`src/common/conv_ctrl_pkg.sv`:
```
// Stream tagging and controller encodings
package conv_ctrl_pkg;

	// Tag carried with every input word
	typedef enum logic {
		KIND_WEIGHT = 1'b0,
		KIND_PIXEL  = 1'b1
	} word_kind_e;

	// Controller states
	typedef enum logic [1:0] {
		// Nothing stored yet
		ST_EMPTY  = 2'd0,
		// Weight set partly collected
		ST_LOAD   = 2'd1,
		// Last weight on its way into the FIFO
		ST_SETTLE = 2'd2,
		// Full set stored, pixels accepted
		ST_READY  = 2'd3
	} ctrl_state_e;

endpackage

```
`src/common/conv_data_pkg.sv`:
```
// Numeric format of the convolution datapath
package conv_data_pkg;

	////////////////////////////////////////////////////////////
	// Fixed-point format
	////////////////////////////////////////////////////////////

	// Fraction bits of both weights and pixels
	// Q(DATA_WIDTH-8).8 times Q.8 gives a .16 product
	localparam int FRAC_BITS = 8;

	////////////////////////////////////////////////////////////
	// Accumulator sizing
	////////////////////////////////////////////////////////////

	// Extra bits above 2*DATA_WIDTH
	// Covers a sum of up to 16 full-scale products
	localparam int ACC_GUARD = 4;

endpackage

```
`src/conv_1x1/cnn_fifo_delay.sv`:
```
`timescale 1ns/1ps

module cnn_fifo_delay #(
	parameter int DATA_WIDTH = 16,
	parameter int DATA_DEPTH = 4
) (
	input  logic                  clk,
	input  logic                  reset,
	input  logic                  flush,
	input  logic                  write,
	input  logic                  read,
	input  logic [DATA_WIDTH-1:0] data_in,
	output logic [DATA_WIDTH-1:0] data_out,
	output logic                  full,
	output logic                  empty
);

	// Pointer and occupancy widths
	localparam int PTR_W = (DATA_DEPTH > 1) ? $clog2(DATA_DEPTH) : 1;
	localparam int CNT_W = $clog2(DATA_DEPTH + 1);

	logic [DATA_WIDTH-1:0] mem [DATA_DEPTH];
	logic [PTR_W-1:0]      wr_ptr;
	logic [PTR_W-1:0]      rd_ptr;
	logic [CNT_W-1:0]      count;
	logic                  do_read;
	logic                  do_write;

	// Wrap at DATA_DEPTH, not at a power of two
	function automatic logic [PTR_W-1:0] next_ptr(input logic [PTR_W-1:0] ptr);
		if (ptr == PTR_W'(DATA_DEPTH - 1)) begin
			return '0;
		end
		return ptr + 1'b1;
	endfunction

	assign full  = (count == CNT_W'(DATA_DEPTH));
	assign empty = (count == '0);

	// Flush beats any access in the same cycle
	assign do_read  = read && !flush && !empty;
	// A pop in the same cycle frees a slot for the write
	assign do_write = write && !flush && (!full || do_read);

	////////////////////////////////////////////////////////////
	// Pointers and count
	////////////////////////////////////////////////////////////
	always_ff @(posedge clk) begin
		if (reset || flush) begin
			wr_ptr <= '0;
			rd_ptr <= '0;
			count  <= '0;
		end else begin
			if (do_write) begin
				wr_ptr <= next_ptr(wr_ptr);
			end
			if (do_read) begin
				rd_ptr <= next_ptr(rd_ptr);
			end
			case ({do_write, do_read})
				2'b10:   count <= count + 1'b1;
				2'b01:   count <= count - 1'b1;
				default: count <= count;
			endcase
		end
	end

	// Storage and registered read port
	always_ff @(posedge clk) begin
		if (do_write) begin
			mem[wr_ptr] <= data_in;
		end
		if (do_read) begin
			data_out <= mem[rd_ptr];
		end
	end

endmodule

```
`src/conv_1x1/conv_1x1_buffer_weights.sv`:
```
`timescale 1ns/1ps

module conv_1x1_buffer_weights #(
	parameter int DATA_WIDTH = 16,
	parameter int CHANNELS   = 4
) (
	input  logic                  clk,
	input  logic                  reset,
	input  logic                  valid_in,
	input  logic [DATA_WIDTH-1:0] in,
	input  logic                  flush,
	input  logic                  load_weights,
	output logic [DATA_WIDTH-1:0] out_buffer_weight,
	output logic                  valid_out
);

	// Input stage
	logic [DATA_WIDTH-1:0] wt_q;
	logic                  wt_vq;

	// FIFO side
	logic [DATA_WIDTH-1:0] fifo_din;
	logic                  fifo_write;
	logic                  fifo_full;
	logic                  fifo_empty;

	////////////////////////////////////////////////////////////
	// Weight input register
	////////////////////////////////////////////////////////////
	always_ff @(posedge clk) begin
		if (reset) begin
			wt_vq <= 1'b0;
		end else begin
			wt_vq <= valid_in;
		end
	end

	always_ff @(posedge clk) begin
		if (valid_in) begin
			wt_q <= in;
		end
	end

	// Popped weight goes back to the tail once used
	// New weights and returns never coincide
	assign fifo_write = wt_vq || valid_out;
	assign fifo_din   = wt_vq ? wt_q : out_buffer_weight;

	// One slot per channel
	cnn_fifo_delay #(
		.DATA_WIDTH(DATA_WIDTH),
		.DATA_DEPTH(CHANNELS)
	) u_fifo (
		.clk     (clk),
		.reset   (reset),
		.flush   (flush),
		.write   (fifo_write),
		.read    (load_weights),
		.data_in (fifo_din),
		.data_out(out_buffer_weight),
		.full    (fifo_full),
		.empty   (fifo_empty)
	);

	// Read data valid one cycle after the pop
	always_ff @(posedge clk) begin
		if (reset) begin
			valid_out <= 1'b0;
		end else begin
			valid_out <= load_weights;
		end
	end

endmodule

```
`src/conv_1x1/conv_1x1_ctrl.sv`:
```
`timescale 1ns/1ps

module conv_1x1_ctrl import conv_ctrl_pkg::*; #(
	parameter int CHANNELS = 4
) (
	input  logic       clk,
	input  logic       reset,
	input  logic       in_valid,
	input  word_kind_e in_kind,
	output logic       wt_write,
	output logic       flush,
	output logic       load_weights,
	output logic       pix_accept,
	output logic       channel_last
);

	localparam int CNT_W = (CHANNELS > 1) ? $clog2(CHANNELS) : 1;

	ctrl_state_e      state;
	logic [CNT_W-1:0] wt_cnt;
	logic [CNT_W-1:0] wt_base;
	logic [CNT_W-1:0] ch_cnt;
	logic             weight_word;
	logic             pixel_word;
	logic             restart;

	////////////////////////////////////////////////////////////
	// Word decode
	////////////////////////////////////////////////////////////
	assign weight_word = in_valid && (in_kind == KIND_WEIGHT);
	assign pixel_word  = in_valid && (in_kind == KIND_PIXEL);

	// Weight after a complete set starts over
	// SETTLE too, so a set is never mixed with the old one
	assign restart = weight_word && ((state == ST_SETTLE) || (state == ST_READY));
	assign flush   = restart;

	// Every weight word is stored, the restarting one included
	assign wt_write = weight_word;

	// Pixels only once the whole set sits in the FIFO
	assign pix_accept   = pixel_word && (state == ST_READY);
	assign load_weights = pix_accept;
	assign channel_last = pix_accept && (ch_cnt == CNT_W'(CHANNELS - 1));

	// Restarting word counts as the first one
	assign wt_base = restart ? '0 : wt_cnt;

	////////////////////////////////////////////////////////////
	// State and weight counter
	////////////////////////////////////////////////////////////
	always_ff @(posedge clk) begin
		if (reset) begin
			state  <= ST_EMPTY;
			wt_cnt <= '0;
		end else if (weight_word) begin
			if (wt_base == CNT_W'(CHANNELS - 1)) begin
				state  <= ST_SETTLE;
				wt_cnt <= '0;
			end else begin
				state  <= ST_LOAD;
				wt_cnt <= wt_base + 1'b1;
			end
		end else if (state == ST_SETTLE) begin
			state <= ST_READY;
		end
	end

	// Channel position within the current pixel
	always_ff @(posedge clk) begin
		if (reset || flush) begin
			ch_cnt <= '0;
		end else if (pix_accept) begin
			ch_cnt <= channel_last ? '0 : ch_cnt + 1'b1;
		end
	end

endmodule

```
`src/conv_1x1/conv_1x1_mac.sv`:
```
`timescale 1ns/1ps

module conv_1x1_mac import conv_data_pkg::*; #(
	parameter int DATA_WIDTH = 16,
	parameter int CHANNELS   = 4
) (
	input  logic                  clk,
	input  logic                  reset,
	input  logic                  pix_accept,
	input  logic                  channel_last,
	input  logic [DATA_WIDTH-1:0] pixel,
	input  logic [DATA_WIDTH-1:0] weight,
	input  logic                  weight_valid,
	input  logic                  relu_en,
	output logic                  out_valid,
	output logic [DATA_WIDTH-1:0] out_data
);

	// Guard grows if CHANNELS needs more than ACC_GUARD
	localparam int GUARD = ($clog2(CHANNELS) > ACC_GUARD) ? $clog2(CHANNELS) : ACC_GUARD;
	localparam int ACC_W = 2 * DATA_WIDTH + GUARD;

	// Signed DATA_WIDTH range at accumulator width
	localparam logic signed [ACC_W-1:0] SAT_MAX =
		{{(ACC_W - DATA_WIDTH + 1){1'b0}}, {(DATA_WIDTH - 1){1'b1}}};
	localparam logic signed [ACC_W-1:0] SAT_MIN =
		{{(ACC_W - DATA_WIDTH + 1){1'b1}}, {(DATA_WIDTH - 1){1'b0}}};

	logic signed [DATA_WIDTH-1:0]   pix_q;
	logic                           last_q;
	logic signed [2*DATA_WIDTH-1:0] product;
	logic signed [ACC_W-1:0]        acc;
	logic signed [ACC_W-1:0]        acc_next;
	logic signed [ACC_W-1:0]        sum_q;
	logic                           sum_valid;
	logic signed [ACC_W-1:0]        shifted;
	logic signed [ACC_W-1:0]        clipped;

	////////////////////////////////////////////////////////////
	// Stage 1: align pixel with the popped weight
	////////////////////////////////////////////////////////////
	always_ff @(posedge clk) begin
		if (pix_accept) begin
			pix_q <= pixel;
		end
	end

	always_ff @(posedge clk) begin
		if (reset) begin
			last_q <= 1'b0;
		end else begin
			last_q <= pix_accept && channel_last;
		end
	end

	assign product  = pix_q * $signed(weight);
	assign acc_next = acc + product;

	////////////////////////////////////////////////////////////
	// Stage 2: accumulate, hand off the finished sum
	////////////////////////////////////////////////////////////
	always_ff @(posedge clk) begin
		if (reset) begin
			acc       <= '0;
			sum_valid <= 1'b0;
		end else begin
			sum_valid <= weight_valid && last_q;
			if (weight_valid) begin
				// Next pixel starts from zero
				acc <= last_q ? '0 : acc_next;
			end
		end
	end

	always_ff @(posedge clk) begin
		if (weight_valid && last_q) begin
			sum_q <= acc_next;
		end
	end

	// Drop fraction bits, keep sign
	assign shifted = sum_q >>> FRAC_BITS;

	always_comb begin
		if (shifted > SAT_MAX) begin
			clipped = SAT_MAX;
		end else if (shifted < SAT_MIN) begin
			clipped = SAT_MIN;
		end else begin
			clipped = shifted;
		end
		// ReLU on the saturated value
		if (relu_en && clipped[ACC_W-1]) begin
			clipped = '0;
		end
	end

	////////////////////////////////////////////////////////////
	// Stage 3: output register
	////////////////////////////////////////////////////////////
	always_ff @(posedge clk) begin
		if (reset) begin
			out_valid <= 1'b0;
		end else begin
			out_valid <= sum_valid;
		end
	end

	always_ff @(posedge clk) begin
		if (sum_valid) begin
			out_data <= clipped[DATA_WIDTH-1:0];
		end
	end

endmodule

```
`src/conv_1x1/conv_1x1_top.sv`:
```
`timescale 1ns/1ps

module conv_1x1_top import conv_ctrl_pkg::*; #(
	parameter int DATA_WIDTH = 16,
	parameter int CHANNELS   = 4
) (
	input  logic                  clk,
	input  logic                  reset,
	input  logic                  in_valid,
	input  word_kind_e            in_kind,
	input  logic [DATA_WIDTH-1:0] in_data,
	input  logic                  relu_en,
	output logic                  out_valid,
	output logic [DATA_WIDTH-1:0] out_data
);

	// Controller strobes
	logic                  wt_write;
	logic                  flush;
	logic                  load_weights;
	logic                  pix_accept;
	logic                  channel_last;

	// Weight path into the MAC
	logic [DATA_WIDTH-1:0] weight;
	logic                  weight_valid;

	conv_1x1_ctrl #(
		.CHANNELS(CHANNELS)
	) u_ctrl (
		.clk         (clk),
		.reset       (reset),
		.in_valid    (in_valid),
		.in_kind     (in_kind),
		.wt_write    (wt_write),
		.flush       (flush),
		.load_weights(load_weights),
		.pix_accept  (pix_accept),
		.channel_last(channel_last)
	);

	// Weights come straight from the stream
	conv_1x1_buffer_weights #(
		.DATA_WIDTH(DATA_WIDTH),
		.CHANNELS  (CHANNELS)
	) u_buffer_weights (
		.clk              (clk),
		.reset            (reset),
		.valid_in         (wt_write),
		.in               (in_data),
		.flush            (flush),
		.load_weights     (load_weights),
		.out_buffer_weight(weight),
		.valid_out        (weight_valid)
	);

	conv_1x1_mac #(
		.DATA_WIDTH(DATA_WIDTH),
		.CHANNELS  (CHANNELS)
	) u_mac (
		.clk         (clk),
		.reset       (reset),
		.pix_accept  (pix_accept),
		.channel_last(channel_last),
		.pixel       (in_data),
		.weight      (weight),
		.weight_valid(weight_valid),
		.relu_en     (relu_en),
		.out_valid   (out_valid),
		.out_data    (out_data)
	);

endmodule

```
`config.mk`:
```
export PLATFORM = sky130hd
export DESIGN_NAME = conv_1x1_top
export DESIGN_NICKNAME = d
export VERILOG_FILES = /design/src/common/conv_ctrl_pkg.sv /design/src/common/conv_data_pkg.sv /design/src/conv_1x1/cnn_fifo_delay.sv /design/src/conv_1x1/conv_1x1_buffer_weights.sv /design/src/conv_1x1/conv_1x1_ctrl.sv /design/src/conv_1x1/conv_1x1_mac.sv /design/src/conv_1x1/conv_1x1_top.sv
export SDC_FILE = /design/constraint.sdc
export NUM_CORES = 1
export LEC_CHECK = 0
export BUFFER_PORTS_ARGS = -buffer_cell sky130_fd_sc_hd__buf_4
export CORE_MARGIN = 2
export CORE_UTILIZATION = 37
export DETAILED_ROUTE_END_ITERATION = 8
export GPL_TIMING_DRIVEN = 0
export SKIP_LAST_GASP = 1
export SLEW_MARGIN = 20
export SYNTH_ARGS = -nofsm -noshare
export SYNTH_HDL_FRONTEND = slang
export SYNTH_HIERARCHICAL = 1
export SYNTH_SLANG_ARGS = --single-unit
```
`constraint.sdc`:
```
create_clock -name clk -period 6.5 [get_ports clk]
set_input_delay 0.975 -clock clk [delete_from_list [all_inputs] [get_ports clk]]
set_output_delay 0.975 -clock clk [all_outputs]
set_load 0.1 [all_outputs]
```
==> flow_metrics.py <==
metrics = {
    "clocking": {
        "root_buffer": "clkbuf_16",
        "tritoncts": "yes",
        "numCtsBuffers": 24,
        "clkSinkCount": 210,
        "insertion_delay_ps": 550,
        "htree_levels": 1,
        "path_clk_slew_ps": 70,
        "clk_path_buf_depth": 3,
    },
    "job": {
        "maxCapViolCount": 0,
    },
    "sta": {
        "rsz0062_at_grt": "true",
        "whs_ps": 480,
        "slew_headroom_pct": 34.1,
        "setup_viol": 0,
        "period_share_pct": 99.0,
        "finalHoldViolCount": 0,
        "fmax_ghz": 0.155,
        "final.setup.tns_ps": 0,
        "period_minus_slack_ps": 6440,
        "setup_ws_ps": 64.7,
        "tightest_slew_ps": 989,
        "skew_ps": 17.2,
        "drv_slew": 0,
    },
    "route": {
        "antenna_left": 0,
        "drtIter0Drc": 838,
        "dr.pass1.iters": 6,
        "viasPerCell": 4.98,
        "drc": 0,
        "num_vias": 12800,
        "routed_wl_um": 48300,
        "post_drt_wl_per_cell_um": 18.7,
    },
    "die": {
        "dieHeight_um": 234,
        "pin_count": 38,
        "die_area_um2": 54800,
        "num_rows": 84,
        "die_w_um": 234,
        "fp.coreArea_um2": 52400,
        "initial_core_util_pct": 37.3,
    },
    "global_route": {
        "grt_util_all_layers_pct": 18.7,
        "antenna_found_initial": 0,
        "grt_max_degree": 30,
        "grt_pass1_vias": 14000,
        "grt_pass1_wl_um": 77600,
        "overflow": 0,
    },
    "critical_path": {
        "crit_fanout": 9,
        "rr_worst_depth": 20,
        "crit_type": "register to register",
        "required_ps": 6780,
        "worstPathArrival_ps": 6720,
        "start_kind": "register",
        "cp-end-kind": "register",
    },
    "cells_and_area": {
        "n_fill_cell": 4865,
        "fin_cells": 2578,
        "final_layout_size_suffix_gt1_share_pct": 15.3,
        "num_antenna_cells": 0,
        "area_delta_synth_final_pct": 14.9,
        "fin_nets": 2323,
        "final_area_um2": 22500,
    },
    "pwr": {
        "leakage_nw": 10.1,
        "pwr_density_cell_nw_per_um2": 134,
        "peakVddDrop_mv": 0.179,
    },
    "placement": {
        "hpwlAfterDp_um": 37600,
        "gp_congestion": 0.915,
        "place_inst": 2475,
        "place_area_um2": 20700,
        "dp_slack_ps": -782,
        "port_buffers": 37,
    },
    "logic_synthesis": {
        "netlist_area_um2": 19600,
        "postSynthAreaPerCell_um2": 11.2,
        "syn_nets": 2200,
        "syn_inst": 1749,
        "yosysWarnings": 6,
    },
    "status": {
        "status": "complete, no violations",
    },
    "hold_path": {
        "min_delay_path_depth": 2,
        "min_path_type": "register to register",
    },
}
-- critical path, stage by stage (launching register included) --
cell and delay (ps):
edfxtp_1 540, buf_8 190, buf_4 120, nand2_1 60
fa_1 540, inv_1 50, fa_1 470, fa_1 530
fa_1 520, fa_1 520, inv_1 50, fa_1 490
inv_2 50, ha_4 320, nand3_2 110, or4_4 540
a211oi_2 230, nand2b_4 220, a2111oi_4 90, o31a_1 350
xor2_1 180
-- per-layer routing --
metal | GRT usage (%) | vias to the layer above | wire length (um)
met4 | 6.27 | 0 | 1720
met1 | 24.3 | 6605 | 20400
met3 | 2.86 | 83 | 2690
met5 | 0 | - | 0
li1 | - | 5795 | -
met2 | 31.9 | 354 | 23400
-- state kept, by name, summed over array words and instances, names as in the netlist --
| register | count |
|---|---|
| u_ctrl/ch_cnt | 2 |
| u_buffer_weights/valid_out | 1 |
| u_buffer_weights/wt_q | 16 |
| u_mac/pix_q | 16 |
| u_mac/sum_valid | 1 |
| u_mac/sum_q | 28 |
| u_mac/out_data | 16 |
| u_buffer_weights/u_fifo/data_out | 16 |
| u_ctrl/wt_cnt | 2 |
| u_mac/last_q | 1 |
| u_buffer_weights/u_fifo/mem | 64 |
| u_buffer_weights/u_fifo/count | 3 |
| u_buffer_weights/u_fifo/wr_ptr | 2 |
| u_mac/acc | 36 |
| u_ctrl/state | 2 |
| u_buffer_weights/u_fifo/rd_ptr | 2 |
| u_mac/out_valid | 1 |
| u_buffer_weights/wt_vq | 1 |
-- power breakdown --
part           internal, mW  leakage (nW)  switching, mW
combinational        0.0280          7.84         0.0405
clock                 0.902         0.419          0.593
sequential             1.44          1.85        0.00383
total                  2.37          10.1          0.637
-- through the flow --
step           utilization (%)  power, mW
2_1_floorplan                -       1.51
3_3_place_gp              39.5       1.54
3_5_place_dp              39.5       1.54
4_1_cts                   42.2       3.04
5_1_grt                   42.9       3.11
6_report                  42.9       3.01
-- what timing repair did --
| item | 4_1_cts | 5_1_grt |
|---|---|---|
| pin swaps | 7 | 29 |
| endpoints found under the setup margin | 30 | 24 |
| resized for setup | 77 | 60 |
| buffers inserted | 43 | 20 |
| hold buffers | 0 | 0 |
-- final cells by class --
| type | count | area (um^2) | area share, % |
|---|---|---|---|
| repair buffers | 101 | 777 | 3.45 |
| clock buffers | 27 | 622 | 2.76 |
| flip-flops and latches | 210 | 5770 | 25.6 |
| multi-input cells | 1121 | 12500 | 55.4 |
| well taps | 688 | 861 | 3.83 |
| inverters | 351 | 1330 | 5.90 |
| clock inverters | 17 | 256 | 1.14 |
| plain buffers | 63 | 429 | 1.91 |
-- path summary, 6_finish.rpt --
kind,start,endpoint,slack [ps]
worst min register to register,u_mac/acc[1],u_mac/acc[1],480
worst max-delay path,u_mac/pix_q[9],u_mac/sum_q[35],60
worst max register to register,u_mac/pix_q[9],u_mac/sum_q[35],60
worst min-delay path,u_mac/acc[1],u_mac/acc[1],480
-- cells in the final DEF, fill, tap and decap left out, types with 9 or more instances in the layout --
cell / n
mux4_2: 16
nor2b_1: 18
fa_1: 309
ha_4: 10
nor2_1: 67
mux2_4: 9
clkbuf_2: 9
nor3_1: 9
o21ai_0: 11
clkbuf_1: 23
xor2_1: 12
a21oi_1: 53
xnor2_1: 22
inv_2: 9
ha_1: 101
clkbuf_16: 24
nand2_1: 145
inv_1: 339
and2_1: 128
a21o_1: 31
buf_6: 10
edfxtp_1: 156
dfxtp_1: 54
nand2b_1: 9
buf_4: 102
nand3_1: 15
No activity file was read; power rests on OpenSTA's default activity.
